===== src/rtl/raycast_defines.svh =====
`ifndef RAYCAST_DEFINES_SVH
`define RAYCAST_DEFINES_SVH

// Maze grid coordinates and cell contents
`define GRID_X_W 6
`define GRID_Y_W 5
`define CELL_W 3

// Screen coordinates and pixel colour
`define VGA_X_W 8
`define VGA_Y_W 7
`define COLOUR_W 18

// Player pose fields
`define POS_X_W 14
`define POS_Y_W 13
`define ANGLE_W 8

// Reset coordinate, same on both axes
`define START_POS 384

// Frame pacing in clock cycles
`define FRAME_PERIOD 1700000
`define WRITE_WINDOW 3000

`endif


===== src/rtl/raycast_pkg.sv =====
`include "raycast_defines.svh"

package raycast_pkg;

    // One engine's access to the maze grid
    typedef struct packed {
        logic [`GRID_X_W-1:0] x;
        logic [`GRID_Y_W-1:0] y;
        logic                 write;
        logic [`CELL_W-1:0]   data;
    } grid_req_t;

    // One pixel write towards the VGA adapter
    typedef struct packed {
        logic [`VGA_X_W-1:0]  x;
        logic [`VGA_Y_W-1:0]  y;
        logic [`COLOUR_W-1:0] colour;
        logic                 write;
    } vga_px_t;

    typedef struct packed {
        logic [`POS_X_W-1:0] x;
        logic [`POS_Y_W-1:0] y;
        logic [`ANGLE_W-1:0] angle;
    } pose_t;

    typedef struct packed {
        logic turn_right;
        logic turn_left;
        logic forward;
        logic backward;
    } move_cmd_t;

    // One bit per phase engine, used for starts and dones alike
    typedef struct packed {
        logic level_load;
        logic draw_grid;
        logic draw_player;
        logic ray_cast;
        logic crosshair;
        logic player_update;
        logic enemy_update;
    } phase_set_t;

    typedef enum logic [2:0] {
        LOADER     = 3'd0,
        GRID_DRAW  = 3'd1,
        RAY        = 3'd2,
        PLAYER_UPD = 3'd3,
        ENEMY_UPD  = 3'd4,
        GRID_NONE  = 3'd7
    } grid_owner_e;

    typedef enum logic [1:0] {
        GRID_PIX   = 2'd0,
        PLAYER_PIX = 2'd1,
        CROSS_PIX  = 2'd2,
        PIX_NONE   = 2'd3
    } vga_owner_e;

endpackage


===== src/rtl/vga_port_mux.sv =====
`include "raycast_defines.svh"

module vga_port_mux #(
    parameter int frame_period = `FRAME_PERIOD,
    parameter int write_window = `WRITE_WINDOW
) (
    input  logic                     clock,
    input  logic                     reset,
    input  raycast_pkg::vga_owner_e  owner,
    input  raycast_pkg::vga_px_t     grid_pix,
    input  raycast_pkg::vga_px_t     player_pix,
    input  raycast_pkg::vga_px_t     cross_pix,
    output raycast_pkg::vga_px_t     pixel
);
    import raycast_pkg::*;

    localparam int CNT_W = $clog2(frame_period + 1);

    logic [CNT_W-1:0] frame_count;
    logic             in_window;
    vga_px_t          sel;

    // Frame pacing, counts down to zero and reloads
    always_ff @(posedge clock) begin
        if (reset || frame_count == '0) begin
            frame_count <= CNT_W'(frame_period);
        end else begin
            frame_count <= frame_count - 1'b1;
        end
    end

    assign in_window = (frame_count < CNT_W'(write_window));

    always_comb begin
        case (owner)
            GRID_PIX:   sel = grid_pix;
            PLAYER_PIX: sel = player_pix;
            CROSS_PIX:  sel = cross_pix;
            default:    sel = '0;
        endcase
    end

    always_ff @(posedge clock) begin
        if (reset) begin
            pixel <= '0;
        end else if (in_window) begin
            pixel <= sel;
        end else begin
            pixel <= '0;
        end
    end

    a_write_in_window: assert property (@(posedge clock) disable iff (reset)
        pixel.write |-> ($past(frame_count) < CNT_W'(write_window)));

endmodule


===== config.mk =====
export PLATFORM = sky130hd
export DESIGN_NAME = vga_port_mux
export DESIGN_NICKNAME = d
export VERILOG_FILES = /design/src/rtl/raycast_pkg.sv /design/src/rtl/vga_port_mux.sv
export VERILOG_INCLUDE_DIRS = /design/src /design/src/rtl
export SDC_FILE = /design/constraint.sdc
export NUM_CORES = 1
export LEC_CHECK = 0
export ABC_AREA = 1
export BUFFER_PORTS_ARGS = -buffer_cell sky130_fd_sc_hd__buf_2
export CORE_ASPECT_RATIO = 0.5
export CORE_UTILIZATION = 41
export DETAILED_ROUTE_END_ITERATION = 10
export PLACE_DENSITY = 0.84
export SETUP_SLACK_MARGIN = 0.3
export SLEW_MARGIN = 30
export SYNTH_ARGS = -nofsm -noshare
export SYNTH_HDL_FRONTEND = slang
export SYNTH_SLANG_ARGS = --single-unit

===== constraint.sdc =====
create_clock -name clock -period 1.3 [get_ports clock]
set_clock_uncertainty 0.15 [all_clocks]
set_input_delay 0.065 -clock clock [delete_from_list [all_inputs] [get_ports clock]]
set_output_delay 0.065 -clock clock [all_outputs]
set_load 0.01 [all_outputs]

==> impl_results.md <==
* Origin of the worst min-delay path: player_pix[31]
* Slowest stage cell, crit path: dfxtp_4
* Area after DPL at 3780 um^2
* CP startpoint: frame_count[2]
* Hold slack at -0.0128 ns
* Initial drt markers at 657
* Synth Area in Simple Gates at 0.404
* # setup viols final at 55
* Seq. cell area at 1150 um^2
* DR vias at 4388
* CTS clock-pin slew for the worst setup and hold paths at 0.08 ns
* Area of the core at 6230 um^2
* Seq/Total Area, Yosys at 0.404
* Crit path top cell by count: nor2_4
* Std-Cell Rows at 20
* Number of global-route vias before repair at 4224
* Peak VDD IR at 645 uV
* CTS sink count at 55
* PwrDens at 827 nW/um^2
* Area fraction of the dominant cell type after synthesis at 0.404
* Crit-path max cell delay at 0.38 ns
* Largest net degree at the start of global routing at 27
* I/O Buffers at 139
* Cells on worst reg2reg path at 7
* First-pass GRT wire length at 20200 um
* Setup TNS at -10.59 ns
* Area leader, netlist: dfxtp_1
* Part of the cycle the worst path needs at 1.19
* Fin area at 5350 um^2
* Clk buf depth at 2
* P&R area growth vs syn at 96.5%
* DRT Pass-1 Iters at 8
* Top-count cell post-synth: nand2_1
* CTS tree: built
* Leak at 2.57 nW
* Synth Area in Compound Gates at 0.0846
* Adder-cell share of the synthesized area at 0.00460
* Total track usage at 0.389
* Bufs and invs on worst path at 1
* Crit path max-delay family: simple AND/OR/NAND/NOR gates
* CTS Buf Count at 5
* Fin. Hold Viols at 1
* # hold bufs at CTS at 89
* Worst EP required at 1.31 ns
* Tightest slew margin relative to the limit at 0.788
* Synth top area cells: dfxtp_1 (40%), nand2_1 (16%), nand3_1 (8.8%)
* Critical path arrival at 1.56 ns
* Slew Limit Fails at 0
* WL/cell at 20.9 um
* Post-synthesis mux area share at 0
* Tightest Pin Transition at 0.317 ns
* # DRC at 2
* Crit Reg-Reg Endpoint: frame_count[13]
* Hold worst-path end: pixel[31]
* Maximum clock rate at 646 MHz
* Synthesized Nets at 499
* XOR/XNOR Fraction of Synth Area at 0.0193
* Nets@finish at 770
* CP Cell Sequence: nor2_4, nand2_4, nor2_4, buf_6, nand3_2, nand2_1, nand3_1
* Inst Count DP at 637
* Chip Width at 117 um
* Post-route insts no fill at 752
* Synth top cells by count: nand2_1 (115), dfxtp_1 (55), nand3_1 (48)
* Root buf cell: clkbuf_16
* Violated checks: design-rule violations, negative hold slack, negative setup slack
* Final antenna-violating net count at 0
* Crit Path Max Fanout at 5
* # IOs at 140
* #FFs+latches synth at 55
* Initial antenna violation count at 0
* Clk_lat worst skew at 0.30 ns
* Fill count at 243
* Avg Synthesized Cell Area at 6.95 um^2
* Mapped Cells at 392
* Crit start category: flip-flop
* Status: finished with violations
* Height of the die at 59.6 um
* Final worst slack at -0.247 ns
* Die area at 6990 um^2
* FFs w/ async S/R, synth at 0
* Max Cap Viol at 0
* DR vias/cell at 5.84
* Total grt overflow at 0
* Netlist cell types at 25
* H-Tree Depth at 2
* Synthesized area at 2720 um^2
* Multi-input logic area at 1700 um^2
* Yosys Warn Count at 0
* Dpl hpwl at 6010 um
* Hold Crit Depth at 5
* Kind of critical path: reg -> reg
* Reg2Reg Setup Slack at -0.25 ns
* GPL Wtd Cong at 0.897
* Starting Density at 0.437
* Startpoint of the worst register-to-register path: frame_count[2]
* Worst min path class: in -> reg
* Fraction of layout cells with a size suffix above 1 at 0.480
* # diodes at 0
* Final Core Density at 0.859
* Top_reg_cell synth: dfxtp_1
* CP Capture Type: flip-flop
* Main combinational cell family by area after synthesis: simple AND/OR/NAND/NOR gates
* Post-route minimum period at 1.55 ns
* RSZ-0062 raised after global routing: yes
* Drt total wl at 15800 um
* Number of synthesized flops with an enable pin at 0
-- placed cells by master (no fill, tap or decap), types with 7 or more instances in the layout --
master | synthesis | final
dfxtp_2 | 0 | 14
a21oi_1 | 36 | 34
nand2_2 | 1 | 16
nor2_4 | 3 | 24
buf_4 | 0 | 38
buf_2 | 3 | 138
dlygate4sd3_1 | 0 | 89
clkbuf_16 | 0 | 7
dfxtp_1 | 55 | 33
nor2_1 | 47 | 22
nor2_2 | 23 | 27
inv_1 | 21 | 16
nand3_1 | 48 | 43
nand2_1 | 115 | 97
buf_6 | 7 | 8
dfxtp_4 | 0 | 8
-- metrics by stage --
step,total power [mW],setup WS [ns]
6_report,4.43,-0.247
5_1_grt,4.54,-0.286
4_1_cts,4.09,-0.108
3_5_place_dp,2.46,-0.118
3_3_place_gp,2.45,-0.0956
2_1_floorplan,2.16,-0.0522
-- metal layers --
| metal | vias to the layer above | routed length, um | global-route usage |
|---|---|---|---|
| li1 | 1785 | - | - |
| met3 | 162 | 2010 | 0.135 |
| met5 | - | 0 | 0 |
| met1 | 1978 | 5570 | 0.416 |
| met4 | 0 | 1240 | 0.309 |
| met2 | 463 | 6920 | 0.644 |
-- report_power, final --
group          internal (mW)  switching (mW)  total, mW
Sequential              1.72          0.0652       1.79
Clock                  0.822           0.663       1.49
Combinational          0.585           0.569       1.15
Total                   3.13            1.30       4.43
-- sequential cells by signal, indices dropped and copies added, names as in the netlist --
register,count
frame_count,21
pixel,34
-- layout make-up --
class,count,area share
multi-input cells,296,0.318
flip-flops and latches,55,0.215
clock inverters,1,0.00140
inverters,24,0.0192
repair buffers,281,0.398
clock buffers,7,0.0285
well taps,88,0.0206
-- worst register-to-register path, cell delays in order, from the launching register on --
cell	delay, ns
dfxtp_4	0.38
nor2_4	0.13
nand2_4	0.08
nor2_4	0.25
buf_6	0.16
nand3_2	0.07
nand2_1	0.08
nand3_1	0.13
-- timing repair --
| action | 4_1_cts | 5_1_grt |
|---|---|---|
| cloned | 0 | 2 |
| resized for setup | 16 | 98 |
| setup buffers | 3 | 13 |
| hold endpoints to repair | 34 | 1 |
| setup endpoints to repair | 55 | 59 |
| pin swaps | 3 | 25 |
-- worst max-delay path by stage --
stage | slack, ns | to | cells past startpoint
detailed placement | -0.12 | frame_count[12] | 7
floorplan | -0.05 | frame_count[6] | 8
global route | -0.29 | frame_count[13] | 7
CTS | -0.11 | frame_count[13] | 7
global placement | -0.1 | frame_count[8] | 7
finish | -0.25 | frame_count[13] | 7
-- cells by family (layout without fill, tap and decap cells) --
kind of cell,count (synthesis),in the layout
AOI/OAI and AO/OA,43,43
xor gates and xnor gates,6,6
adders and majority gates,1,1
buffers and inverters,41,313
DFF,55,55
and+or+nand+nor,246,246
No activity file was read; power rests on OpenSTA's default activity.
