<file path="src/rtl/raycast_defines.svh">
`ifndef RAYCAST_DEFINES_SVH
`define RAYCAST_DEFINES_SVH

// Maze grid coordinates and cell contents
`define GRID_X_W 6
`define GRID_Y_W 5
`define CELL_W 3

// Screen coordinates and pixel colour
`define VGA_X_W 8
`define VGA_Y_W 7
`define COLOUR_W 18

// Player pose fields
`define POS_X_W 14
`define POS_Y_W 13
`define ANGLE_W 8

// Reset coordinate, same on both axes
`define START_POS 384

// Frame pacing in clock cycles
`define FRAME_PERIOD 1700000
`define WRITE_WINDOW 3000

`endif

</file>
<file path="src/rtl/raycast_pkg.sv">
`include "raycast_defines.svh"

package raycast_pkg;

    // One engine's access to the maze grid
    typedef struct packed {
        logic [`GRID_X_W-1:0] x;
        logic [`GRID_Y_W-1:0] y;
        logic                 write;
        logic [`CELL_W-1:0]   data;
    } grid_req_t;

    // One pixel write towards the VGA adapter
    typedef struct packed {
        logic [`VGA_X_W-1:0]  x;
        logic [`VGA_Y_W-1:0]  y;
        logic [`COLOUR_W-1:0] colour;
        logic                 write;
    } vga_px_t;

    typedef struct packed {
        logic [`POS_X_W-1:0] x;
        logic [`POS_Y_W-1:0] y;
        logic [`ANGLE_W-1:0] angle;
    } pose_t;

    typedef struct packed {
        logic turn_right;
        logic turn_left;
        logic forward;
        logic backward;
    } move_cmd_t;

    // One bit per phase engine, used for starts and dones alike
    typedef struct packed {
        logic level_load;
        logic draw_grid;
        logic draw_player;
        logic ray_cast;
        logic crosshair;
        logic player_update;
        logic enemy_update;
    } phase_set_t;

    typedef enum logic [2:0] {
        LOADER     = 3'd0,
        GRID_DRAW  = 3'd1,
        RAY        = 3'd2,
        PLAYER_UPD = 3'd3,
        ENEMY_UPD  = 3'd4,
        GRID_NONE  = 3'd7
    } grid_owner_e;

    typedef enum logic [1:0] {
        GRID_PIX   = 2'd0,
        PLAYER_PIX = 2'd1,
        CROSS_PIX  = 2'd2,
        PIX_NONE   = 2'd3
    } vga_owner_e;

endpackage

</file>
<file path="src/rtl/player_state.sv">
`include "raycast_defines.svh"

module player_state (
    input  logic                    clock,
    input  logic                    reset,
    input  logic                    load_pose,
    input  logic                    store_pose,
    input  raycast_pkg::pose_t      next_pose,
    input  logic [17:0]             switches,
    input  logic [7:0]              key_press,
    output raycast_pkg::pose_t      pose,
    output raycast_pkg::move_cmd_t  move_cmd,
    output logic [5:0][6:0]         hex_digits
);
    import raycast_pkg::*;

    localparam pose_t START_POSE = '{
        x:     `POS_X_W'(`START_POS),
        y:     `POS_Y_W'(`START_POS),
        angle: '0
    };

    logic [5:0][3:0] nibbles;

    // Active-low segments, gfedcba
    function automatic logic [6:0] glyph(input logic [3:0] nibble);
        case (nibble)
            4'h0:    return 7'b1000000;
            4'h1:    return 7'b1111001;
            4'h2:    return 7'b0100100;
            4'h3:    return 7'b0110000;
            4'h4:    return 7'b0011001;
            4'h5:    return 7'b0010010;
            4'h6:    return 7'b0000010;
            4'h7:    return 7'b1111000;
            4'h8:    return 7'b0000000;
            4'h9:    return 7'b0010000;
            4'hA:    return 7'b0001000;
            4'hB:    return 7'b0000011;
            4'hC:    return 7'b1000110;
            4'hD:    return 7'b0100001;
            4'hE:    return 7'b0000110;
            default: return 7'b0001110;
        endcase
    endfunction

    always_ff @(posedge clock) begin
        if (reset || load_pose) begin
            pose <= START_POSE;
        end else if (store_pose) begin
            pose <= next_pose;
        end
    end

    // Key codes must match exactly, switches are plain levels
    assign move_cmd.turn_right = switches[1] | (key_press == 8'd8);
    assign move_cmd.turn_left  = switches[2] | (key_press == 8'd4);
    assign move_cmd.forward    = switches[3] | (key_press == 8'd1);
    assign move_cmd.backward   = switches[4] | (key_press == 8'd2);

    assign nibbles = {pose.x[7:4], pose.x[3:0],
                      pose.y[7:4], pose.y[3:0],
                      pose.angle[7:4], pose.angle[3:0]};

    always_comb begin
        for (int i = 0; i < 6; i++) begin
            hex_digits[i] = glyph(nibbles[i]);
        end
    end

endmodule

</file>
<file path="config.mk">
export PLATFORM = sky130hd
export DESIGN_NAME = player_state
export DESIGN_NICKNAME = d
export VERILOG_FILES = /design/src/rtl/raycast_pkg.sv /design/src/rtl/player_state.sv
export VERILOG_INCLUDE_DIRS = /design/src /design/src/rtl
export SDC_FILE = /design/constraint.sdc
export NUM_CORES = 1
export LEC_CHECK = 0
export BUFFER_PORTS_ARGS = -buffer_cell sky130_fd_sc_hd__buf_2
export CELL_PAD_IN_SITES_DETAIL_PLACEMENT = 0
export CELL_PAD_IN_SITES_GLOBAL_PLACEMENT = 1
export CORE_MARGIN = 2
export CORE_UTILIZATION = 34
export DETAILED_ROUTE_END_ITERATION = 10
export PLACE_DENSITY_LB_ADDON = 0.1
export SLEW_MARGIN = 5
export SYNTH_ARGS = -nofsm -noshare
export SYNTH_HDL_FRONTEND = slang
export SYNTH_SLANG_ARGS = --single-unit
</file>
<file path="constraint.sdc">
create_clock -name clock -period 1.8 [get_ports clock]
set_input_delay 0.18 -clock clock [delete_from_list [all_inputs] [get_ports clock]]
set_output_delay 0.18 -clock clock [all_outputs]
set_load 0.02 [all_outputs]
</file>
==> flow_metrics.tcl, run 1 <==
set metrics [dict create \
    status "completed" \
    slew_violations 0 \
    clkPwrFrac_pct 38.6 \
    hold_slack_ns 0.07034 \
    max_stage_delay_ns 0.47 \
    grt_max_degree 17 \
    holdBufCountCts 0 \
    async_flop_share_pct 0 \
    num_io_pins 146 \
    netSwitchingFraction_pct 25.68 \
    drc 0 \
    synthCells 350 \
    crit_buf_inv 2 \
    fillers 1056 \
    path_class "reg2reg" \
    cp.required_ns 2.00 \
    drive_above_1_share_pct 50.64 \
    clk_pin_slew_ns 0.06 \
    intPower_mw 3.005 \
    cellPowerDensity_nw_per_um2 742.4 \
    fp.coreArea_um2 10940 \
    drv_cap 0 \
    cts_buffers 9 \
    synth_area_leaders "dfxtp_1 40%, mux2i_1 14%, ha_1 12%" \
    r2r_end "hex_digits[3]$_DFF_P_" \
    min_period_over_period_pct 91.34 \
    worstHoldPathCells 3 \
    nNetsFinal 645 \
    crit_arrival_ns 1.84 \
    grt_pass1_wl_mm 14.40 \
    yosysSeqAreaShare_pct 40.13 \
    endpoint_kind "register" \
    hold_end "pose[16]$_SDFFE_PP1P_" \
    cts_tree "built" \
    worst_pin_slew_ns 0.3686 \
    ys.flop_type "dfxtp_1" \
    grt.total_usage_pct 15.27 \
    drtIter0Drc 109 \
    first_pass_iters 4 \
    maxSlewHeadroom_pct 75.37 \
    ys_seq_elements 77 \
    cp_top_family "multiplexers" \
    diodes 0 \
    cts-htree-levels 3 \
    wl_mm 8.968 \
    synth_top_area_cell "dfxtp_1" \
    die_x_um 110.3 \
    seq_power_share_pct 44.5 \
    hold_path.class "in2reg" \
    placed_area_um2 5197 \
    postLayoutCellArea_um2 5445 \
    hp-start "next_pose[16]" \
    path_cells "mux2i_1, buf_4, nor2_4, inv_1, ha_1, mux4_2" \
    initial_utilization_pct 35.13 \
    skew_ns 0.003949 \
    avgSynthCellArea_um2 10.97 \
    cts_resized 0 \
    syn_area_um2 3841 \
    die_h_um 110.3 \
    r2r_start "pose[0]$_SDFFE_PP0P_" \
    max_freq_mhz 608.2 \
    row_count 38 \
    cp_max_fo 3 \
    first_global_vias 3118 \
    synth_edf_count 0 \
    synth_top_cell_area_share_pct 40.13 \
    dp_hpwl_mm 7.015 \
    ys_warn_count 0 \
    grt.overflow.total 0 \
    ant_nets 0 \
    cts_buffer_depth 2 \
    r2r_cells 6 \
    ys_types 29 \
    startpoint_type "register" \
    finalHoldViolations 0 \
    cts.sinks 77 \
    area_delta_synth_final_pct 41.76 \
    reg2reg_slack_ns 0.16 \
    clock_tree.root_cell "clkbuf_16" \
    cpMaxStageDelayCell "mux4_2" \
    grt_setup_unrepaired "no" \
    p_sw_mw 1.038 \
    finalSetupViolations 0 \
    period_needed_ns 1.644 \
    via_per_inst 4.536 \
    antenna_found_initial 0 \
    p_leak_nw 2.658 \
    comb_power_share_pct 16.9 \
    vias 3116 \
    fin_total_pwr_mw 4.043 \
    cts_setup_buffers 0 \
    synth_nets 451 \
    wire_per_inst_um 13.05 \
    clock_latency_ns 0.33 \
    dieArea_um2 12160 \
    gp_congestion 0.8209 \
    io_buffer_count 131 \
    vdd_drop_max_mv 0.3418 \
]
-- Yosys cell counts (5+ instances only) --
master / instances
nor3_1: 8
mux2i_1: 55
inv_1: 22
a221o_1: 6
inv_2: 6
o22ai_1: 18
dfxtp_1: 77
nor2_4: 7
ha_1: 36
buf_6: 9
nand2b_4: 5
mux4_2: 6
a32o_1: 6
xnor2_1: 6
nand2_1: 10
o21bai_1: 6
and3_1: 6
nor2_1: 26
nor2_2: 11
-- sequential cells by signal, summed over array words and instances, names as in the netlist --
| signal | count |
|---|---|
| pose | 35 |
| hex_digits | 42 |
-- placed cells by master, fill, tap and decap left out, drive strengths merged --
cell type,count
a21oi,4
a221o,6
a31o,4
a32o,6
and3,6
buf,199
clkbuf,11
clkinv,3
dfxtp,77
ha,36
inv,28
mux2i,59
mux4,6
nand2,10
nand2b,6
nand3,2
nor2,44
nor3,8
o21bai,6
o22ai,18
or2,1
or4,1
xnor2,6
-- layout make-up --
type	count	area [um2]	share of cell area, %
clock buffer	11	232.7	4.274
clock inverter	3	15.01	0.2757
inverter	28	105.1	1.930
multi-input combinational	229	2147	39.43
sequential	77	1541	28.31
tap	140	175.2	3.217
timing repair buffer	199	1229	22.56
-- cell families after synthesis --
kind of cell               count (synthesis)  synth area share (%)
xor gates and xnor gates                   6                 1.368
adders and majority gates                 36                 11.73
DFF                                       77                 40.13
and+or+nand+nor                           78                 11.96
buffers and inverters                     44                 6.873
AOI/OAI and AO/OA                         44                 8.665
muxes                                     65                 19.28
-- power by group through the flow --
stage	combinational (mW)	clock, mW	sequential, mW
floorplan	0.340	0	1.93
global placement	0.686	0	1.84
detailed placement	0.690	0	1.84
CTS	0.694	1.61	1.80
global route	0.747	1.69	1.81
finish	0.683	1.56	1.80
-- worst max-delay path by stage --
stage | from | to | cells past startpoint
global route | pose[13]$_SDFFE_PP0P_ | hex_digits[24]$_DFF_P_ | 6
finish | pose[0]$_SDFFE_PP0P_ | hex_digits[3]$_DFF_P_ | 6
floorplan | load_pose | hex_digits[17]$_DFF_P_ | 8
global placement | load_pose | hex_digits[38]$_DFF_P_ | 6
CTS | pose[0]$_SDFFE_PP0P_ | hex_digits[3]$_DFF_P_ | 6
detailed placement | load_pose | hex_digits[3]$_DFF_P_ | 7
-- metrics by stage --
stage / util [%] / setup slack [ns] / setup TNS [ns] / std cells
2_1_floorplan: - / -0.02108 / -0.04434 / 350
3_5_place_dp: 47.53 / -0.1066 / -0.5519 / 673
5_1_grt: 49.79 / 0.08396 / 0 / 687
6_report: 49.79 / 0.1558 / 0 / 687
3_3_place_gp: 47.53 / -0.07588 / -0.3611 / 673
4_1_cts: 49.79 / 0.1433 / 0 / 687
-- worst register-to-register path: cells and delay by family, from the launching register on --
family                     cells  cell delay, ns
adders and majority gates      1            0.31
buffers and inverters          2            0.23
and+or+nand+nor                1            0.11
DFF                            1            0.32
muxes                          2            0.54
-- routing by layer --
metal,vias to the layer above,GRT usage [%],wire (um)
met5,-,0,0
met4,0,5.982,97
met3,11,3.998,616
met2,100,25.77,4249
met1,1401,18.54,4006
li1,1604,-,-
No activity file was read; power rests on OpenSTA's default activity.
==> inputs of run 2 (changes only) <==
--- a/config.mk
+++ b/config.mk
@@ -8,11 +8,13 @@
 export LEC_CHECK = 0
 export BUFFER_PORTS_ARGS = -buffer_cell sky130_fd_sc_hd__buf_2
 export CELL_PAD_IN_SITES_DETAIL_PLACEMENT = 0
-export CELL_PAD_IN_SITES_GLOBAL_PLACEMENT = 1
+export CELL_PAD_IN_SITES_GLOBAL_PLACEMENT = 2
 export CORE_MARGIN = 2
-export CORE_UTILIZATION = 34
+export CORE_UTILIZATION = 27
 export DETAILED_ROUTE_END_ITERATION = 10
 export PLACE_DENSITY_LB_ADDON = 0.1
+export RECOVER_POWER = 25
+export REMOVE_ABC_BUFFERS = 1
 export SLEW_MARGIN = 5
 export SYNTH_ARGS = -nofsm -noshare
 export SYNTH_HDL_FRONTEND = slang
==> flow_metrics.tcl, run 2 (synthesis results as in run 1) <==
set metrics [dict create \
    cts_buffers 9 \
    worst_pin_slew_ns 0.5061 \
    intPower_mw 3.011 \
    max_stage_delay_ns 0.32 \
    finalSetupViolations 0 \
    ant_nets 0 \
    wl_mm 9.838 \
    p_sw_mw 1.059 \
    seq_power_share_pct 44.3 \
    drive_above_1_share_pct 43.49 \
    period_needed_ns 1.657 \
    p_leak_nw 2.621 \
    drtIter0Drc 129 \
    cts_buffer_depth 2 \
    path_class "in2reg" \
    initial_utilization_pct 27.67 \
    startpoint_type "input port" \
    r2r_start "pose[12]$_SDFFE_PP0P_" \
    cts_resized 0 \
    first_global_vias 3231 \
    hold_path.class "in2reg" \
    clock_latency_ns 0.34 \
    via_per_inst 4.300 \
    grt.total_usage_pct 13.59 \
    dieArea_um2 15200 \
    worstSetupEndpoint "hex_digits[7]$_DFF_P_" \
    r2r_cells 6 \
    grt_setup_unrepaired "no" \
    dr_wl_met2_mm 4.579 \
    slew_violations 0 \
    path_depth 8 \
    netSwitchingFraction_pct 26.03 \
    die_h_um 123.3 \
    grt_pass1_wl_mm 15.70 \
    cpMaxStageDelayCell "clkbuf_1" \
    reg2reg_slack_ns 0.15 \
    endpoint_kind "register" \
    r2r_end "hex_digits[24]$_DFF_P_" \
    drc 0 \
    cellPowerDensity_nw_per_um2 751.3 \
    holdBufCountCts 0 \
    vias 3186 \
    final_cell_mix "115 x buf_2, 77 x dfxtp_1, 72 x buf_4" \
    largest_reg_flops 42 \
    gp_congestion 0.7538 \
    finalSetupTns_ns 0 \
    min_period_over_period_pct 92.08 \
    drv_cap 0 \
    antenna_found_initial 0 \
    area_delta_synth_final_pct 41.04 \
    layout_commonest_cell "buf_2" \
    cp_common_cell "clkbuf_1" \
    utilization_pct 39.03 \
    max_freq_mhz 603.3 \
    diodes 0 \
    comb_power_share_pct 16.3 \
    cts.sinks 77 \
    grt.overflow.total 0 \
    clkPwrFrac_pct 39.5 \
    wl_met1_mm 4.524 \
    fp.coreArea_um2 13880 \
    first_pass_iters 4 \
    clk_pin_slew_ns 0.05 \
    status "completed" \
    cp_max_fo 10 \
    wire_per_inst_um 13.28 \
    grt_max_degree 13 \
    cp.required_ns 2.03 \
    maxSlewHeadroom_pct 66.26 \
    dp_hpwl_mm 7.810 \
    crit_buf_inv 4 \
    path_cells "clkbuf_1, buf_12, clkbuf_1, mux2i_1, nand2b_4, inv_2, xnor2_1, a221o_1" \
    postLayoutCellArea_um2 5418 \
    nNetsFinal 657 \
    vdd_drop_max_mv 0.3671 \
    crit_arrival_ns 1.88 \
    die_x_um 123.3 \
    cts_tree "built" \
    cp-startpoint "store_pose" \
    cp_top_family "buffers and inverters" \
    num_io_pins 146 \
    clock_tree.root_cell "clkbuf_16" \
    cts-htree-levels 3 \
    skew_ns 0.005444 \
    cts_setup_buffers 0 \
    wl_met3_um 568 \
    dr.max_layer_used "met4" \
    finalHoldViolations 0 \
    fillers 1481 \
    row_count 43 \
    io_buffer_count 131 \
    placed_area_um2 5214 \
]
[run 2: worst min-delay path by stage]
stage                  start                    end  slack, ns  cells after the start
2_1_floorplan  next_pose[16]  pose[16]$_SDFFE_PP1P_       0.31                      2
3_3_place_gp   next_pose[29]  pose[29]$_SDFFE_PP1P_       0.40                      3
3_5_place_dp   next_pose[16]  pose[16]$_SDFFE_PP1P_       0.42                      3
4_1_cts        next_pose[16]  pose[16]$_SDFFE_PP1P_       0.05                      3
5_1_grt        next_pose[29]  pose[29]$_SDFFE_PP1P_       0.05                      3
6_report       next_pose[16]  pose[16]$_SDFFE_PP1P_       0.06                      3
[run 2: layer usage]
metal,up-vias,track usage (%)
met3,11,3.921
met2,89,21.98
met5,-,0
met1,1449,16.76
li1,1637,-
met4,0,5.966
[run 2: power groups by stage]
| stage | combinational [mW] | clock, mW | sequential, mW |
|---|---|---|---|
| floorplan | 0.265 | 0 | 1.92 |
| global route | 0.724 | 1.77 | 1.81 |
| detailed placement | 0.683 | 0 | 1.84 |
| finish | 0.662 | 1.61 | 1.80 |
| global placement | 0.680 | 0 | 1.84 |
| CTS | 0.686 | 1.69 | 1.80 |
[run 2: metrics by stage]
stage                     power [mW]  setup WS, ns  std cells  hold WS, ns
final                          4.071        0.1425        741      0.06015
after global placement         2.517       -0.1675        725       0.3958
after detailed placement       2.521       -0.1682        725       0.4153
after CTS                      4.179        0.1763        741      0.05121
after global routing           4.297       0.05432        741      0.05424
after floorplan                2.190       -0.6721        334       0.3084
[run 2: area by class of cell]
type | count | area [um2] | share of cell area (%)
Tap cell | 180 | 225.2 | 4.157
Clock buffer | 14 | 244.0 | 4.503
Inverter | 28 | 105.1 | 1.940
Multi-Input combinational cell | 229 | 2021 | 37.30
Timing Repair Buffer | 211 | 1271 | 23.46
Clock inverter | 2 | 10.01 | 0.1848
Sequential cell | 77 | 1541 | 28.45
[run 2: worst reg2reg max path, stage by stage, from the launching register on]
cell,delay [ns]
dfxtp_1,0.31
mux2i_1,0.12
clkbuf_1,0.19
nor2_4,0.05
buf_4,0.14
ha_1,0.23
mux4_2,0.47
==> inputs of run 3 (changes only) <==
--- a/config.mk
+++ b/config.mk
@@ -7,12 +7,11 @@
 export NUM_CORES = 1
 export LEC_CHECK = 0
 export BUFFER_PORTS_ARGS = -buffer_cell sky130_fd_sc_hd__buf_2
-export CELL_PAD_IN_SITES_DETAIL_PLACEMENT = 0
-export CELL_PAD_IN_SITES_GLOBAL_PLACEMENT = 2
 export CORE_MARGIN = 2
-export CORE_UTILIZATION = 27
+export CORE_UTILIZATION = 44
+export CTS_CLUSTER_DIAMETER = 200
 export DETAILED_ROUTE_END_ITERATION = 10
-export PLACE_DENSITY_LB_ADDON = 0.1
+export PLACE_DENSITY = 0.76
 export RECOVER_POWER = 25
 export REMOVE_ABC_BUFFERS = 1
 export SLEW_MARGIN = 5
==> flow_metrics.tcl, run 3 (synthesis results as in run 1) <==
set metrics [dict create \
    p_sw_mw 0.9841 \
    largest_reg_flops 42 \
    nNetsFinal 650 \
    netSwitchingFraction_pct 24.54 \
    comb_power_share_pct 16.2 \
    min_period_over_period_pct 92.29 \
    max_stage_delay_ns 0.49 \
    startpoint_type "input port" \
    vdd_drop_max_mv 0.3704 \
    status "completed" \
    diodes 0 \
    crit_buf_inv 4 \
    worst_pin_slew_ns 0.4155 \
    utilization_pct 61.18 \
    grt.overflow.total 0 \
    vias 3223 \
    gp_congestion 0.8245 \
    die_h_um 97.44 \
    endpoint_kind "register" \
    cp.required_ns 2.01 \
    num_io_pins 146 \
    fin_total_pwr_mw 4.011 \
    hold_path.class "in2reg" \
    clock_tree.root_cell "clkbuf_8" \
    max_freq_mhz 601.9 \
    multi_input_area_um2 2013 \
    cts_resized 0 \
    grt_max_degree 14 \
    wire_per_inst_um 13.29 \
    slew_violations 0 \
    first_pass_iters 4 \
    dp.cells 646 \
    period_needed_ns 1.661 \
    maxSlewHeadroom_pct 72.30 \
    clk_pin_slew_ns 0.07 \
    crit_arrival_ns 1.87 \
    p_leak_nw 2.595 \
    cp_common_cell "buf_4" \
    drc 0 \
    grt_setup_unrepaired "no" \
    cts_setup_buffers 0 \
    grt_pass1_wl_mm 14.86 \
    intPower_mw 3.027 \
    path_cells "clkbuf_1, buf_12, mux2i_1, buf_4, nor2_4, buf_4, ha_1, mux4_2" \
    cpMaxStageDelayCell "mux4_2" \
    path_class "in2reg" \
    clock_latency_ns 0.34 \
    wl_mm 8.801 \
    cts_buffer_depth 2 \
    drv_cap 0 \
    final_cell_mix "118 x buf_2, 77 x dfxtp_1, 65 x buf_4" \
    fin_cells 662 \
    r2r_start "pose[12]$_SDFFE_PP0P_" \
    io_buffer_count 131 \
    cts.sinks 77 \
    antenna_found_initial 0 \
    cts-htree-levels 3 \
    initial_utilization_pct 44.70 \
    drive_above_1_share_pct 43.68 \
    first_global_vias 3188 \
    via_per_inst 4.869 \
    grt.total_usage_pct 19.05 \
    holdBufCountCts 0 \
    cts_tree "built" \
    seq_power_share_pct 44.8 \
    finalSetupViolations 0 \
    finalHoldViolations 0 \
    cp_top_family "multiplexers" \
    ant_nets 0 \
    ff_latch_area_um2 1541 \
    hp-start "next_pose[16]" \
    fp.coreArea_um2 8593 \
    area_delta_synth_final_pct 36.87 \
    cts_buffers 9 \
    cellPowerDensity_nw_per_um2 762.8 \
    dieArea_um2 9494 \
    layout_commonest_cell "buf_2" \
    skew_ns 0.007983 \
    cp_max_fo 11 \
    dp_hpwl_mm 6.879 \
    clkPwrFrac_pct 39.0 \
    drtIter0Drc 65 \
    fillers 742 \
    row_count 34 \
    die_x_um 97.44 \
    cp-startpoint "store_pose" \
]
run 3: cell count changes in the layout (fill, tap and decap cells not counted), sizes merged:
cell / previous run / this run
buf: 191 / 187
clkbuf: 34 / 29
bufinv: 0 / 3
clkinv: 2 / 1
run 3: per-stage QoR:
stage | TNS [ns] | hold WS, ns | instance area, um2 | worst slack (ns)
3_3_place_gp | -0.8306 | 0.3996 | 5071 | -0.1385
4_1_cts | 0 | 0.05512 | 5311 | 0.1267
5_1_grt | 0 | 0.07380 | 5258 | 0.05308
2_1_floorplan | -15.93 | 0.3084 | 3682 | -0.6721
3_5_place_dp | -1.613 | 0.4094 | 5071 | -0.1757
6_report | 0 | 0.06877 | 5258 | 0.1387
run 3: path summary, 6_finish.rpt:
check                                               to  slack, ns  cells after the start
worst max-delay path            hex_digits[24]$_DFF_P_       0.14                      8
worst min-delay path             pose[16]$_SDFFE_PP1P_       0.07                      3
worst max register to register  hex_digits[24]$_DFF_P_       0.15                      6
worst min register to register   pose[16]$_SDFFE_PP1P_       0.48                      2
run 3: worst register-to-register path: cells and delay by family (launching register included):
kind / cells / cell delay, ns
buf+inv: 2 / 0.30
simple gates: 1 / 0.03
mux: 2 / 0.65
flops: 1 / 0.31
fa+ha+maj: 1 / 0.24
run 3: power groups by stage:
stage | clock network (mW) | registers (mW) | logic, mW
after floorplan | 0 | 1.92 | 0.265
after global placement | 0 | 1.83 | 0.643
after detailed placement | 0 | 1.84 | 0.661
after CTS | 1.61 | 1.80 | 0.666
after global routing | 1.68 | 1.81 | 0.704
final | 1.56 | 1.80 | 0.648
run 3: per-layer routing:
| layer | track usage, % | routed length (um) | part of all wire (%) | vias up |
|---|---|---|---|---|
| met5 | 0 | 0 | 0 | - |
| met4 | 5.876 | 119 | 1.4 | 0 |
| met3 | 3.525 | 463 | 5.3 | 10 |
| met2 | 34.22 | 4469 | 51 | 99 |
| met1 | 23.03 | 3749 | 43 | 1494 |
| li1 | - | - | - | 1620 |
run 3: cell type report:
type | count | share of cell area [%]
Timing Repair Buffer | 204 | 23.25
Sequential cell | 77 | 29.32
Clock inverter | 4 | 1.809
Clock buffer | 12 | 2.761
Tap cell | 108 | 2.570
Multi-Input combinational cell | 229 | 38.29
Inverter | 28 | 1.999
