## src/rtl/raycast_defines.svh

```systemverilog
`ifndef RAYCAST_DEFINES_SVH
`define RAYCAST_DEFINES_SVH

// Maze grid coordinates and cell contents
`define GRID_X_W 6
`define GRID_Y_W 5
`define CELL_W 3

// Screen coordinates and pixel colour
`define VGA_X_W 8
`define VGA_Y_W 7
`define COLOUR_W 18

// Player pose fields
`define POS_X_W 14
`define POS_Y_W 13
`define ANGLE_W 8

// Reset coordinate, same on both axes
`define START_POS 384

// Frame pacing in clock cycles
`define FRAME_PERIOD 1700000
`define WRITE_WINDOW 3000

`endif

```

## src/rtl/raycast_pkg.sv

```systemverilog
`include "raycast_defines.svh"

package raycast_pkg;

    // One engine's access to the maze grid
    typedef struct packed {
        logic [`GRID_X_W-1:0] x;
        logic [`GRID_Y_W-1:0] y;
        logic                 write;
        logic [`CELL_W-1:0]   data;
    } grid_req_t;

    // One pixel write towards the VGA adapter
    typedef struct packed {
        logic [`VGA_X_W-1:0]  x;
        logic [`VGA_Y_W-1:0]  y;
        logic [`COLOUR_W-1:0] colour;
        logic                 write;
    } vga_px_t;

    typedef struct packed {
        logic [`POS_X_W-1:0] x;
        logic [`POS_Y_W-1:0] y;
        logic [`ANGLE_W-1:0] angle;
    } pose_t;

    typedef struct packed {
        logic turn_right;
        logic turn_left;
        logic forward;
        logic backward;
    } move_cmd_t;

    // One bit per phase engine, used for starts and dones alike
    typedef struct packed {
        logic level_load;
        logic draw_grid;
        logic draw_player;
        logic ray_cast;
        logic crosshair;
        logic player_update;
        logic enemy_update;
    } phase_set_t;

    typedef enum logic [2:0] {
        LOADER     = 3'd0,
        GRID_DRAW  = 3'd1,
        RAY        = 3'd2,
        PLAYER_UPD = 3'd3,
        ENEMY_UPD  = 3'd4,
        GRID_NONE  = 3'd7
    } grid_owner_e;

    typedef enum logic [1:0] {
        GRID_PIX   = 2'd0,
        PLAYER_PIX = 2'd1,
        CROSS_PIX  = 2'd2,
        PIX_NONE   = 2'd3
    } vga_owner_e;

endpackage

```

## src/rtl/phase_sequencer.sv

```systemverilog
module phase_sequencer (
    input  logic                      clock,
    input  logic                      reset,
    input  logic                      render_3d,
    input  raycast_pkg::phase_set_t   phase_done,
    output raycast_pkg::phase_set_t   phase_start,
    output raycast_pkg::grid_owner_e  grid_owner,
    output raycast_pkg::vga_owner_e   vga_owner,
    output logic                      load_pose,
    output logic                      store_pose
);
    import raycast_pkg::*;

    typedef enum logic [4:0] {
        S_RESET_POSE,
        S_LOAD,
        S_LOAD_WAIT,
        S_RENDER_CHECK,
        S_GRID,
        S_GRID_WAIT,
        S_PLAYER,
        S_PLAYER_WAIT,
        S_RAY,
        S_RAY_WAIT,
        S_CROSS,
        S_CROSS_WAIT,
        S_UPDATE,
        S_UPDATE_WAIT,
        S_STORE,
        S_ENEMY,
        S_ENEMY_WAIT
    } state_e;

    state_e state;

    always_ff @(posedge clock) begin
        if (reset) begin
            state <= S_RESET_POSE;
        end else begin
            case (state)
                S_RESET_POSE:   state <= S_LOAD;
                S_LOAD:         state <= S_LOAD_WAIT;
                S_LOAD_WAIT:    state <= phase_done.level_load ? S_RENDER_CHECK : S_LOAD_WAIT;
                // 3D mode skips every drawing phase
                S_RENDER_CHECK: state <= render_3d ? S_UPDATE : S_GRID;
                S_GRID:         state <= S_GRID_WAIT;
                S_GRID_WAIT:    state <= phase_done.draw_grid ? S_PLAYER : S_GRID_WAIT;
                S_PLAYER:       state <= S_PLAYER_WAIT;
                S_PLAYER_WAIT:  state <= phase_done.draw_player ? S_RAY : S_PLAYER_WAIT;
                S_RAY:          state <= S_RAY_WAIT;
                S_RAY_WAIT:     state <= phase_done.ray_cast ? S_CROSS : S_RAY_WAIT;
                S_CROSS:        state <= S_CROSS_WAIT;
                S_CROSS_WAIT:   state <= phase_done.crosshair ? S_UPDATE : S_CROSS_WAIT;
                S_UPDATE:       state <= S_UPDATE_WAIT;
                S_UPDATE_WAIT:  state <= phase_done.player_update ? S_STORE : S_UPDATE_WAIT;
                S_STORE:        state <= S_ENEMY;
                S_ENEMY:        state <= S_ENEMY_WAIT;
                S_ENEMY_WAIT:   state <= phase_done.enemy_update ? S_RENDER_CHECK : S_ENEMY_WAIT;
                default:        state <= S_RESET_POSE;
            endcase
        end
    end

    // One-cycle start pulses
    always_comb begin
        phase_start               = '0;
        phase_start.level_load    = (state == S_LOAD);
        phase_start.draw_grid     = (state == S_GRID);
        phase_start.draw_player   = (state == S_PLAYER);
        phase_start.ray_cast      = (state == S_RAY);
        phase_start.crosshair     = (state == S_CROSS);
        phase_start.player_update = (state == S_UPDATE);
        phase_start.enemy_update  = (state == S_ENEMY);
    end

    assign load_pose  = (state == S_RESET_POSE);
    assign store_pose = (state == S_STORE);

    // Port ownership only while an engine is busy
    always_comb begin
        case (state)
            S_LOAD_WAIT:   grid_owner = LOADER;
            S_GRID_WAIT:   grid_owner = GRID_DRAW;
            S_RAY_WAIT:    grid_owner = RAY;
            S_UPDATE_WAIT: grid_owner = PLAYER_UPD;
            S_ENEMY_WAIT:  grid_owner = ENEMY_UPD;
            default:       grid_owner = GRID_NONE;
        endcase
    end

    always_comb begin
        case (state)
            S_GRID_WAIT:   vga_owner = GRID_PIX;
            S_PLAYER_WAIT: vga_owner = PLAYER_PIX;
            S_CROSS_WAIT:  vga_owner = CROSS_PIX;
            default:       vga_owner = PIX_NONE;
        endcase
    end

    a_one_start: assert property (@(posedge clock) disable iff (reset)
        $onehot0(phase_start));

endmodule

```

## config.mk

```make
export PLATFORM = sky130hd
export DESIGN_NAME = phase_sequencer
export DESIGN_NICKNAME = d
export VERILOG_FILES = /design/src/rtl/raycast_pkg.sv /design/src/rtl/phase_sequencer.sv
export VERILOG_INCLUDE_DIRS = /design/src /design/src/rtl
export SDC_FILE = /design/constraint.sdc
export NUM_CORES = 1
export LEC_CHECK = 0
export ABC_AREA = 1
export BUFFER_PORTS_ARGS = -buffer_cell sky130_fd_sc_hd__buf_2
export CAP_MARGIN = 20
export CORE_MARGIN = 5
export CORE_UTILIZATION = 40
export DETAILED_ROUTE_END_ITERATION = 10
export PLACE_DENSITY = 0.74
export SLEW_MARGIN = 0
export SYNTH_ARGS = -nofsm -noshare
export SYNTH_HDL_FRONTEND = slang
export SYNTH_SLANG_ARGS = --single-unit
export TNS_END_PERCENT = 5
```

## constraint.sdc

```tcl
create_clock -name clock -period 1.2 [get_ports clock]
set_input_delay 0.18 -clock clock [delete_from_list [all_inputs] [get_ports clock]]
set_output_delay 0.18 -clock clock [all_outputs]
set_load 0.005 [all_outputs]
```

==> results by group, run 1 <==
Run status
  • Status: finished, violations left
  • Failing checks: negative setup slack

Global routing
  • Gr ovfl total: 0
  • First-pass GRT wire length: around 3.4 mm
  • Total track usage: 21.5%
  • Largest net degree at the start of global routing: 8
  • Antenna violations before repair: 0
  • Vias in the first global route: 836

Detailed routing
  • Via count: between 800 and 900
  • Drt total wl: about 2.2 mm
  • DR pass1 iterations: 4
  • ANT nets after route: 0
  • WL/cell: ~13 um
  • Vias/cell: about 5.1
  • DRC: 0
  • 1st-iter DRT viols: 24

Timing
  • Worst Skew: 0.00304 ns
  • RSZ-0062 raised after global routing: yes
  • Period utilisation layout: 121%
  • Post-route minimum period: roughly 1.5 ns
  • Hold Fails Final Rpt: 0
  • Setup ws final: -0.253 ns
  • Fmax: between 0.6 and 0.7 GHz
  • Final setup vio count: 18
  • Worst-margin pin slew: 0.208 ns
  • Slew Limit Fails: 0
  • Slew headroom: ~86%

Power and ir drop
  • Total power: about 0.0012 W
  • Leak Pwr: ~0.54 nW
  • Clk network pwr share: approximately 15%
  • Total internal power: 0.000717 W
  • Sw Ratio: a little over two fifths
  • Sw Pwr: around 0.00053 W
  • Pwr Density: between 1000 and 1500 mW/mm^2
  • Maximum vdd drop: ~0.00085 V
  • Flop pwr share: between 20% and 30%
  • Comb power frac: a little over three fifths

Logic synthesis
  • Yosys reg bits: 5
  • Yosys Warn Count: 0
  • Syn_nets: 114
  • Synth Flop Type: dfxtp_1
  • Synth async-reset ratio: 0%
  • Post-synth EDFFs: 0
  • Cell taking the most area after synthesis: dfxtp_1
  • Top cells by area, synth: dfxtp_1 18%, nand2_1 16%, nor2_1 16%
  • Cells after synthesis: 104
  • Synth cell types: 15
  • Average size of a mapped cell: 5.28 sq um
  • Commonest cells in the netlist: 24 x nand2_1, 24 x nor2_1, 18 x inv_1, 14 x nand3_1, 5 x dfxtp_1
  • Cell Area, Synth: ~550 sq um
  • Register area share after synthesis: 18.2%
  • Share of the synthesized area in the top cell type: about 18%

Floorplanning
  • DIE HEIGHT: 47.1 um
  • I/O Pins: 24
  • Core Area: between 0.001 and 0.0015 sq mm
  • Die W: about 47 um
  • Rows: 13
  • Initial core utilization: 42.2%
  • Die area: 0.00221 sq mm

Worst setup path
  • Startpoint types: flop
  • Crit-path most repeated cell: nand2_2
  • WP data arrival: 1.27 ns
  • Critical path class: flop to primary output
  • Worst setup EP type: primary output
  • Slowest-stage cell, CP: dfxtp_2
  • CP required: between 1 and 1.5 ns
  • Crit-path cells: inv_4, nand2_2, nor2_4, nand2_2, o2111ai_4, o21ai_1, buf_2
  • Worst path max stage delay: between 0.3 and 0.4 ns
  • Worst-path fanout max: 4

Cells and area
  • Max reg flops: 5
  • Fillers: 96
  • Largest regs: state x5
  • Layout area overhead: 85.9%
  • Fin cells: 170
  • Nets: roughly 170
  • Largest register by flop count: state
  • Antenna cells: 0
  • Share of cells above drive strength 1: between 50% and 60%

Run
  • Maxcap violations: 0

CTS
  • Num CTS Buffers: 3
  • CTS root buf: clkbuf_4
  • Clk_lat worst skew: between 0.2 and 0.25 ns
  • Clock Sinks: 5
  • H-tree Lvls: 1
  • Hold buffers post-CTS: 0
  • Clk buf depth: 2
  • Clk slew on worst S/H paths: 0.04 ns
  • TritonCTS clock tree: done

Placement
  • I/O Buffers: 23
  • DP Cell Count: ~160
  • Pre-CTS setup slack: -0.151 ns
  • GP Congestion: approximately 0.9
  • Post-DP HPWL: 1.60 mm

Hold path
  • HP Class: primary input to flop
[final cells by class]
| type | count | area [sq um] | share of cell area (%) |
|---|---|---|---|
| clock buffer | 4 | 26.3 | 2.57 |
| inverter | 19 | 73.8 | 7.23 |
| multi-input combinational | 79 | 464 | 45.5 |
| sequential | 5 | 116 | 11.4 |
| tap | 15 | 18.8 | 1.84 |
| timing repair buffer | 48 | 322 | 31.5 |
[cell families (layout without fill, tap and decap cells)]
family / Yosys count / count (layout) / synth area share, %
simple gates: 69 / 69 / 56.3
compound gates: 10 / 10 / 10.5
flops: 5 / 5 / 18.2
buf+inv: 20 / 71 / 15.0
[per-layer routing]
layer	wire (um)	GRT usage (%)	vias up
met5	0	0	-
met4	68	9.39	0
met3	138	3.45	6
met2	1150	40.9	37
met1	852	22.8	391
li1	-	-	431
[what timing repair did]
action                     CTS  global route
gates cloned                 0             0
pin swaps                    7             3
setup endpoints to repair   18            18
resized for setup           24            26
setup buffers                4             1
[cell usage in the layout (no fill, tap or decap)]
cell type,synthesis,layout
nor2_1,24,17
nand2_1,24,15
inv_2,1,7
clkbuf_4,0,3
nor3_2,0,1
nand3b_1,1,1
dfxtp_4,0,4
o2111ai_4,0,1
clkbuf_1,0,1
buf_6,1,5
nand3_1,14,11
nand4_1,2,2
a21oi_1,4,4
o21ai_1,0,2
dfxtp_2,0,1
o21ai_0,4,2
nor2_2,0,4
nand3_2,0,3
nand2_2,0,8
inv_4,0,1
a21o_2,1,1
nor2_4,3,6
buf_4,0,20
inv_1,18,11
nand2_4,0,1
buf_2,0,23
[power groups by stage]
stage	clock network, W	logic [W]	registers [W]
after floorplan	0	0.000288	0.000234
after global placement	0	0.000592	0.000230
after detailed placement	0	0.000600	0.000233
after CTS	0.000193	0.000676	0.000246
after global routing	0.000205	0.000853	0.000279
final	0.000187	0.000783	0.000275
[worst max-delay path: cells and delay by family (launching register included)]
kind / cells / cell delay, ns
flip-flops: 1 / 0.33
AND/OR/NAND/NOR: 3 / 0.33
buffers and inverters: 2 / 0.21
AO/OA/AOI/OAI: 2 / 0.18
[path summary, 6_finish.rpt]
kind | to | from | depth (start not counted) | slack, ns
max reg2reg | state[2] | state[0] | 10 | -0.07
min reg2reg | state[4] | state[4] | 5 | 0.74
min | state[0] | reset | 2 | 0.17
max | grid_owner[1] | state[4] | 7 | -0.25
[metrics by stage]
stage / utilization, % / setup TNS (ns) / cell area [sq um] / hold WS, ns
after global placement: 63.2 / -0.359 / 822 / 0.410
after detailed placement: 63.2 / -0.703 / 822 / 0.409
after global routing: 78.5 / -3.76 / 1020 / 0.174
final: 78.5 / -2.62 / 1020 / 0.166
after CTS: 71.3 / -2.40 / 928 / 0.156
after floorplan: - / -0.0451 / 549 / 0.249
No activity file was read; power rests on OpenSTA's default activity.
==> run 2: changes to the inputs <==
--- a/config.mk
+++ b/config.mk
@@ -6,15 +6,13 @@
 export SDC_FILE = /design/constraint.sdc
 export NUM_CORES = 1
 export LEC_CHECK = 0
-export ABC_AREA = 1
 export BUFFER_PORTS_ARGS = -buffer_cell sky130_fd_sc_hd__buf_2
 export CAP_MARGIN = 20
-export CORE_MARGIN = 5
-export CORE_UTILIZATION = 40
+export CORE_AREA = 5 5 42 44
 export DETAILED_ROUTE_END_ITERATION = 10
-export PLACE_DENSITY = 0.74
+export DIE_AREA = 0 0 47 49
+export PLACE_DENSITY = 0.71
 export SLEW_MARGIN = 0
 export SYNTH_ARGS = -nofsm -noshare
 export SYNTH_HDL_FRONTEND = slang
 export SYNTH_SLANG_ARGS = --single-unit
-export TNS_END_PERCENT = 5
==> constraint.sdc (replaced) <==
create_clock -name clock -period 1.7 [get_ports clock]
set_input_delay 0.255 -clock clock [delete_from_list [all_inputs] [get_ports clock]]
set_output_delay 0.255 -clock clock [all_outputs]
set_load 0.005 [all_outputs]
==> results by group, run 2 <==
Power and ir drop
  • Maximum vdd drop: ~0.00041 V
  • Total power: ~0.00040 W
  • Leak Pwr: roughly 0.32 nW
  • Pwr Density: about 560 mW/mm^2

CTS
  • Clock Sinks: 5
  • Setup Fix Bufs, Post-CTS: 0
  • TritonCTS clock tree: done
  • Hold buffers post-CTS: 0
  • Num CTS Buffers: 3
  • CTS root buf: clkbuf_4
  • Clk buf depth: 2
  • H-tree Lvls: 1
  • Clk slew on worst S/H paths: approximately 0.040 ns
  • Clk_lat worst skew: ~0.24 ns

Cells and area
  • Share of cells above drive strength 1: 41.9%
  • Antenna cells: 0
  • Largest register by flop count: state
  • Fin cells: around 120
  • Largest regs: state x5
  • Fillers: 141
  • Nets: 116
  • Most frequent cells in the layout: 23 x buf_2, 6 x nand2_1, 6 x nor3_1, 6 x nor2_1, 6 x buf_4
  • Max reg flops: 5
  • Final core utilization: 51.8%
  • Layout area overhead: 37.1%
  • Most common cell after layout, fill and taps aside: buf_2

Detailed routing
  • ANT nets after route: 0
  • Drt total wl: between 1 and 1.5 mm
  • DRC: 0
  • DR pass1 iterations: 4
  • WL/cell: 12.3 um
  • Via count: 675
  • 1st-iter DRT viols: 9
  • Vias/cell: roughly 5.6

Timing
  • Hold Fails Final Rpt: 0
  • Total Negative Setup Slacks: 0 ns
  • Period utilisation layout: a little over nine tenths
  • Worst-margin pin slew: slightly above 0.3 ns
  • Hold WS: roughly 0.20 ns
  • Post-route minimum period: 1.62 ns
  • Final setup vio count: 0
  • Slew Limit Fails: 0
  • RSZ-0062 raised after global routing: no
  • Worst Skew: about 0.0034 ns
  • Slew headroom: 79.1%
  • Fmax: 0.618 GHz

Logic synthesis
  • Yosys reg bits: 5
  • Compound-Gate Fraction of Synth Area: a little under a quarter
  • Yosys Warn Count: 0
  • Syn_nets: 88
  • Area fraction in and, or, nand and nor cells after synthesis: 41.8%
  • Share of the synthesized area in the top cell type: 18.9%
  • Largest family of logic cells by synthesized area: simple AND/OR/NAND/NOR gates
  • Top cells by area, synth: dfxtp_1 19%, nor3_1 6.6%, mux2i_1 5.7%
  • Synth cell types: 33
  • Average size of a mapped cell: between 6 and 7 sq um
  • Synth async-reset ratio: 0%
  • Cell taking the most area after synthesis: dfxtp_1
  • Count leader, synth: nor3_1
  • Post-synth EDFFs: 0
  • Commonest cells in the netlist: 7 x nor3_1, 6 x nand2_1, 6 x nor2_1
  • Synth Flop Type: dfxtp_1
  • Post-synthesis mux area share: 7.80%
  • Cells after synthesis: between 70 and 80
  • Area share of xor/xnor cells in the synthesized design: 0%
  • Cell Area, Synth: between 500 and 600 sq um
  • Adder-Cell Fraction of Synth Area: 0%
  • Register area share after synthesis: between 10% and 20%

Hold path
  • Min-delay src: reset
  • HP Class: primary input to flop
  • Hold Path Depth: 2
  • Hold path endpoint: state[2]

Worst setup path
  • Critical path class: flop to primary output
  • Worst-path fanout max: 13
  • CP required: 1.44 ns
  • Startpoint types: flop
  • R2R Path End: state[4]
  • Worst R2R Path Depth: 3
  • R2R Path Start: state[2]
  • WP data arrival: between 1 and 1.5 ns
  • Worst setup EP type: primary output
  • Reg-to-reg setup timing slack: roughly 0.28 ns

Placement
  • GP Congestion: 0.803
  • DP Cell Count: between 100 and 150
  • I/O Buffers: 23

Floorplanning
  • Die area: 0.00230 sq mm
  • DIE HEIGHT: 49 um
  • I/O Pins: 24
  • Rows: 14
  • Initial core utilization: a little under two fifths
  • Core Area: ~0.0014 sq mm
  • Die W: between 40 and 50 um

Global routing
  • Total track usage: a little over an eighth
  • Gr ovfl total: 0
  • Vias in the first global route: 584
  • Largest net degree at the start of global routing: 16
  • First-pass GRT wire length: between 2 and 2.5 mm
  • Antenna violations before repair: 0

Run status
  • Status: finished clean

Run
  • Maxcap violations: 0
## run 2: through the flow
stage	setup slack, ns	instance area, sq um
2_1_floorplan	0.366	529
3_3_place_gp	0.185	681
3_5_place_dp	0.167	681
4_1_cts	0.00870	711
5_1_grt	0.00138	726
6_report	0.0830	726
## run 2: cell families (layout without fill, tap and decap cells)
group / count (synthesis) / count (layout)
buffers and inverters: 10 / 37
and+or+nand+nor: 40 / 40
AOI/OAI and AO/OA: 19 / 19
muxes: 4 / 4
DFF: 5 / 5
## run 2: routing by layer
layer | share of wire [%] | track usage [%] | vias to the layer above | wire [um]
met3 | 9.6 | 3.32 | 4 | 143
met5 | 0 | 0 | - | 0
met1 | 41 | 16.2 | 302 | 616
met4 | 2.0 | 10.1 | 0 | 30
li1 | - | - | 340 | -
met2 | 47 | 20.1 | 29 | 703
## run 2: worst max-delay path, stage by stage, from the launching register on
cell	delay, ns
dfxtp_2	0.37
or3_1	0.42
mux2i_1	0.15
nand2b_1	0.06
buf_2	0.12
## run 2: how the worst max path moves through the flow
stage / slack [ns] / to / from
floorplan: 0.37 / vga_owner[0] / state[2]
global placement: 0.19 / state[0] / state[2]
detailed placement: 0.17 / state[0] / state[2]
CTS: 0.009 / grid_owner[0] / state[3]
global route: 0.001 / grid_owner[0] / state[3]
finish: 0.08 / grid_owner[0] / state[3]
## run 2: cell type report
| cell class | count | area, sq um | share of cell area [%] |
|---|---|---|---|
| Multi-Input combinational cell | 63 | 393 | 54.1 |
| Tap cell | 16 | 20.0 | 2.76 |
| Clock buffer | 4 | 26.3 | 3.62 |
| Inverter | 4 | 18.8 | 2.59 |
| Timing Repair Buffer | 29 | 160 | 22.1 |
| Sequential cell | 5 | 108 | 14.8 |
## run 2: report_power, final
part           leakage [nW]  internal [W]  switching [W]
sequential           0.0427      0.000127      0.0000239
combinational         0.259     0.0000643      0.0000551
clock                0.0150     0.0000885      0.0000451
total                 0.317      0.000280       0.000124
## run 2: repair_timing
item	CTS	global route
resized for setup	3	5
hold endpoints to repair	0	0
endpoints found under the setup margin	7	6
pin swaps	0	0
gates cloned	0	0
==> run 3: changes to the inputs <==
==> config.mk (replaced) <==
export PLATFORM = sky130hd
export DESIGN_NAME = phase_sequencer
export DESIGN_NICKNAME = d
export VERILOG_FILES = /design/src/rtl/raycast_pkg.sv /design/src/rtl/phase_sequencer.sv
export VERILOG_INCLUDE_DIRS = /design/src /design/src/rtl
export SDC_FILE = /design/constraint.sdc
export NUM_CORES = 1
export LEC_CHECK = 0
export CAP_MARGIN = 20
export CORE_AREA = 8 8 45 47
export DETAILED_ROUTE_END_ITERATION = 10
export DIE_AREA = 0 0 53 55
export DONT_BUFFER_PORTS = 1
export PLACE_DENSITY = 0.56
export SYNTH_ARGS = -nofsm -noshare
export SYNTH_HDL_FRONTEND = slang
export SYNTH_SLANG_ARGS = --single-unit
==> results by group, run 3 (synthesized netlist as in run 2, its figures left out) <==
Run status
  • Status: finished clean

Floorplanning
  • DIE HEIGHT: approximately 55 um
  • I/O Pins: 24
  • Rows: 14
  • Die area: about 0.0029 sq mm
  • Core Area: about 0.0014 sq mm
  • Die W: between 50 and 60 um
  • Initial core utilization: a little under two fifths

Cells and area
  • Layout area overhead: 12.8%
  • Max reg flops: 5
  • Largest regs: state x5
  • Most frequent cells in the layout: 6 x nand2_1, 6 x nor3_1, 6 x nor2_1
  • Largest register by flop count: state
  • Multi-input logic area: about 390 sq um
  • Nets: about 90
  • Final Instance Area: approximately 600 sq um
  • Reg area: approximately 110 sq um
  • Fillers: about 160
  • Share of cells above drive strength 1: between 20% and 30%
  • Antenna cells: 0

Global routing
  • Total track usage: 11.4%
  • First-pass GRT wire length: around 2.5 mm
  • Antenna violations before repair: 0
  • Vias in the first global route: 530
  • Largest net degree at the start of global routing: 14
  • GR Layer Usage met2: ~17%
  • Gr ovfl total: 0
  • Met1 usage: about an eighth
  • M3 GR Usage: about 5.3%
  • GRT busiest layer: met2

Worst setup path
  • CP required: between 1 and 1.5 ns
  • R2R Path Start: state[3]
  • R2R Path End: state[0]
  • Worst Setup SP: state[0]
  • Reg-to-reg setup timing slack: around 0.27 ns
  • Worst R2R Path Depth: 4
  • Worst-path fanout max: 8
  • Critical path class: flop to primary output
  • WP data arrival: roughly 1.4 ns
  • Worst setup EP type: primary output
  • Startpoint types: flop

Detailed routing
  • Drt total wl: roughly 1.6 mm
  • Vias/cell: roughly 6.1
  • Via count: between 500 and 600
  • ANT nets after route: 0
  • 1st-iter DRT viols: 6
  • DRC: 0
  • WL/cell: about 16 um
  • DR pass1 iterations: 4

Hold path
  • Hold path endpoint: state[2]
  • Hold Path Depth: 1
  • HP Class: primary input to flop
  • Min-delay src: reset

Power and ir drop
  • Pwr Density: approximately 650 mW/mm^2
  • Leak Pwr: 0.218 nW
  • Sw Ratio: 31.7%
  • Clk network pwr share: between 30% and 40%
  • Maximum vdd drop: roughly 0.00032 V
  • Total internal power: roughly 0.00026 W
  • Comb power frac: 26.5%
  • Flop pwr share: between 30% and 40%
  • Sw Pwr: between 0.0001 and 0.00015 W

Run
  • Maxcap violations: 0

CTS
  • Hold buffers post-CTS: 0
  • H-tree Lvls: 1
  • TritonCTS clock tree: done
  • PostCTS Resize Cnt: 1
  • Setup Fix Bufs, Post-CTS: 0
  • Clk_lat worst skew: between 0.2 and 0.25 ns
  • Clock Sinks: 5
  • Num CTS Buffers: 3
  • Clk buf depth: 2
  • CTS root buf: clkbuf_4
  • Clk slew on worst S/H paths: approximately 0.04 ns

Timing
  • Hold Fails Final Rpt: 0
  • Worst-margin pin slew: 0.411 ns
  • Post-route minimum period: 1.62 ns
  • Slew headroom: 72.3%
  • Period utilisation layout: between 90 and 100%
  • Final setup vio count: 0
  • Worst Skew: approximately 0.0031 ns
  • Setup ws final: roughly 0.084 ns
  • RSZ-0062 raised after global routing: no
  • Fmax: between 0.6 and 0.7 GHz
  • Slew Limit Fails: 0
  • Total Negative Setup Slacks: 0 ns

Placement
  • I/O Buffers: 0
  • GP Congestion: slightly above 0.8
  • Post-DP HPWL: 1.18 mm
  • Pre-CTS setup slack: roughly 0.18 ns
  • Area after DPL: between 500 and 600 sq um
==> run 3: cell types whose count changed in the layout (fill, tap and decap cells not counted) <==
cell / before / now
buf_4: 6 / 5
dfxtp_2: 3 / 4
dfxtp_4: 1 / 0
buf_2: 23 / 0
clkinvlp_4: 1 / 0
clkinv_1: 0 / 1
==> run 3: worst max path at each step <==
| stage | depth (start not counted) | to | slack [ns] |
|---|---|---|---|
| floorplan | 5 | vga_owner[0] | 0.37 |
| global placement | 4 | state[1] | 0.21 |
| detailed placement | 4 | state[0] | 0.18 |
| CTS | 2 | phase_start[0] | 0.002 |
| global route | 5 | grid_owner[1] | 0.005 |
| finish | 5 | grid_owner[1] | 0.08 |
==> run 3: final cells by class <==
type	count	area share, %
Timing Repair Buffer	5	6.29
Multi-Input combinational cell	63	65.8
Inverter	4	2.52
Tap cell	16	3.35
Clock buffer	4	4.40
Sequential cell	5	17.6
==> run 3: critical path: stages (launching register included) <==
cell     delay, ns
dfxtp_2       0.35
buf_4         0.17
nor2b_2       0.17
mux2i_1       0.14
nor2_1        0.06
o21ai_0       0.23
==> run 3: power groups by stage <==
stage	Combinational [W]	Clock, W	Sequential [W]
6_report	0.000102	0.000136	0.000148
5_1_grt	0.000114	0.000160	0.000149
4_1_cts	0.000100	0.000144	0.000145
3_5_place_dp	0.0000993	0	0.000147
3_3_place_gp	0.000100	0	0.000146
2_1_floorplan	0.0000903	0	0.000133
==> run 3: per-layer routing <==
layer  share of wire (%)  wire (um)
met2                  44        711
met5                   0          0
met4                 1.8         28
met1                  42        674
met3                  11        182
==> run 3: per-stage QoR <==
step           util [%]  power, W  hold WS [ns]  std cells
3_3_place_gp       40.3  0.000246         0.333         93
6_report           43.1  0.000386        0.0749         97
3_5_place_dp       40.3  0.000246         0.335         93
4_1_cts            42.3  0.000390        0.0713         97
5_1_grt            43.1  0.000423        0.0487         97
2_1_floorplan         -  0.000224         0.332         78
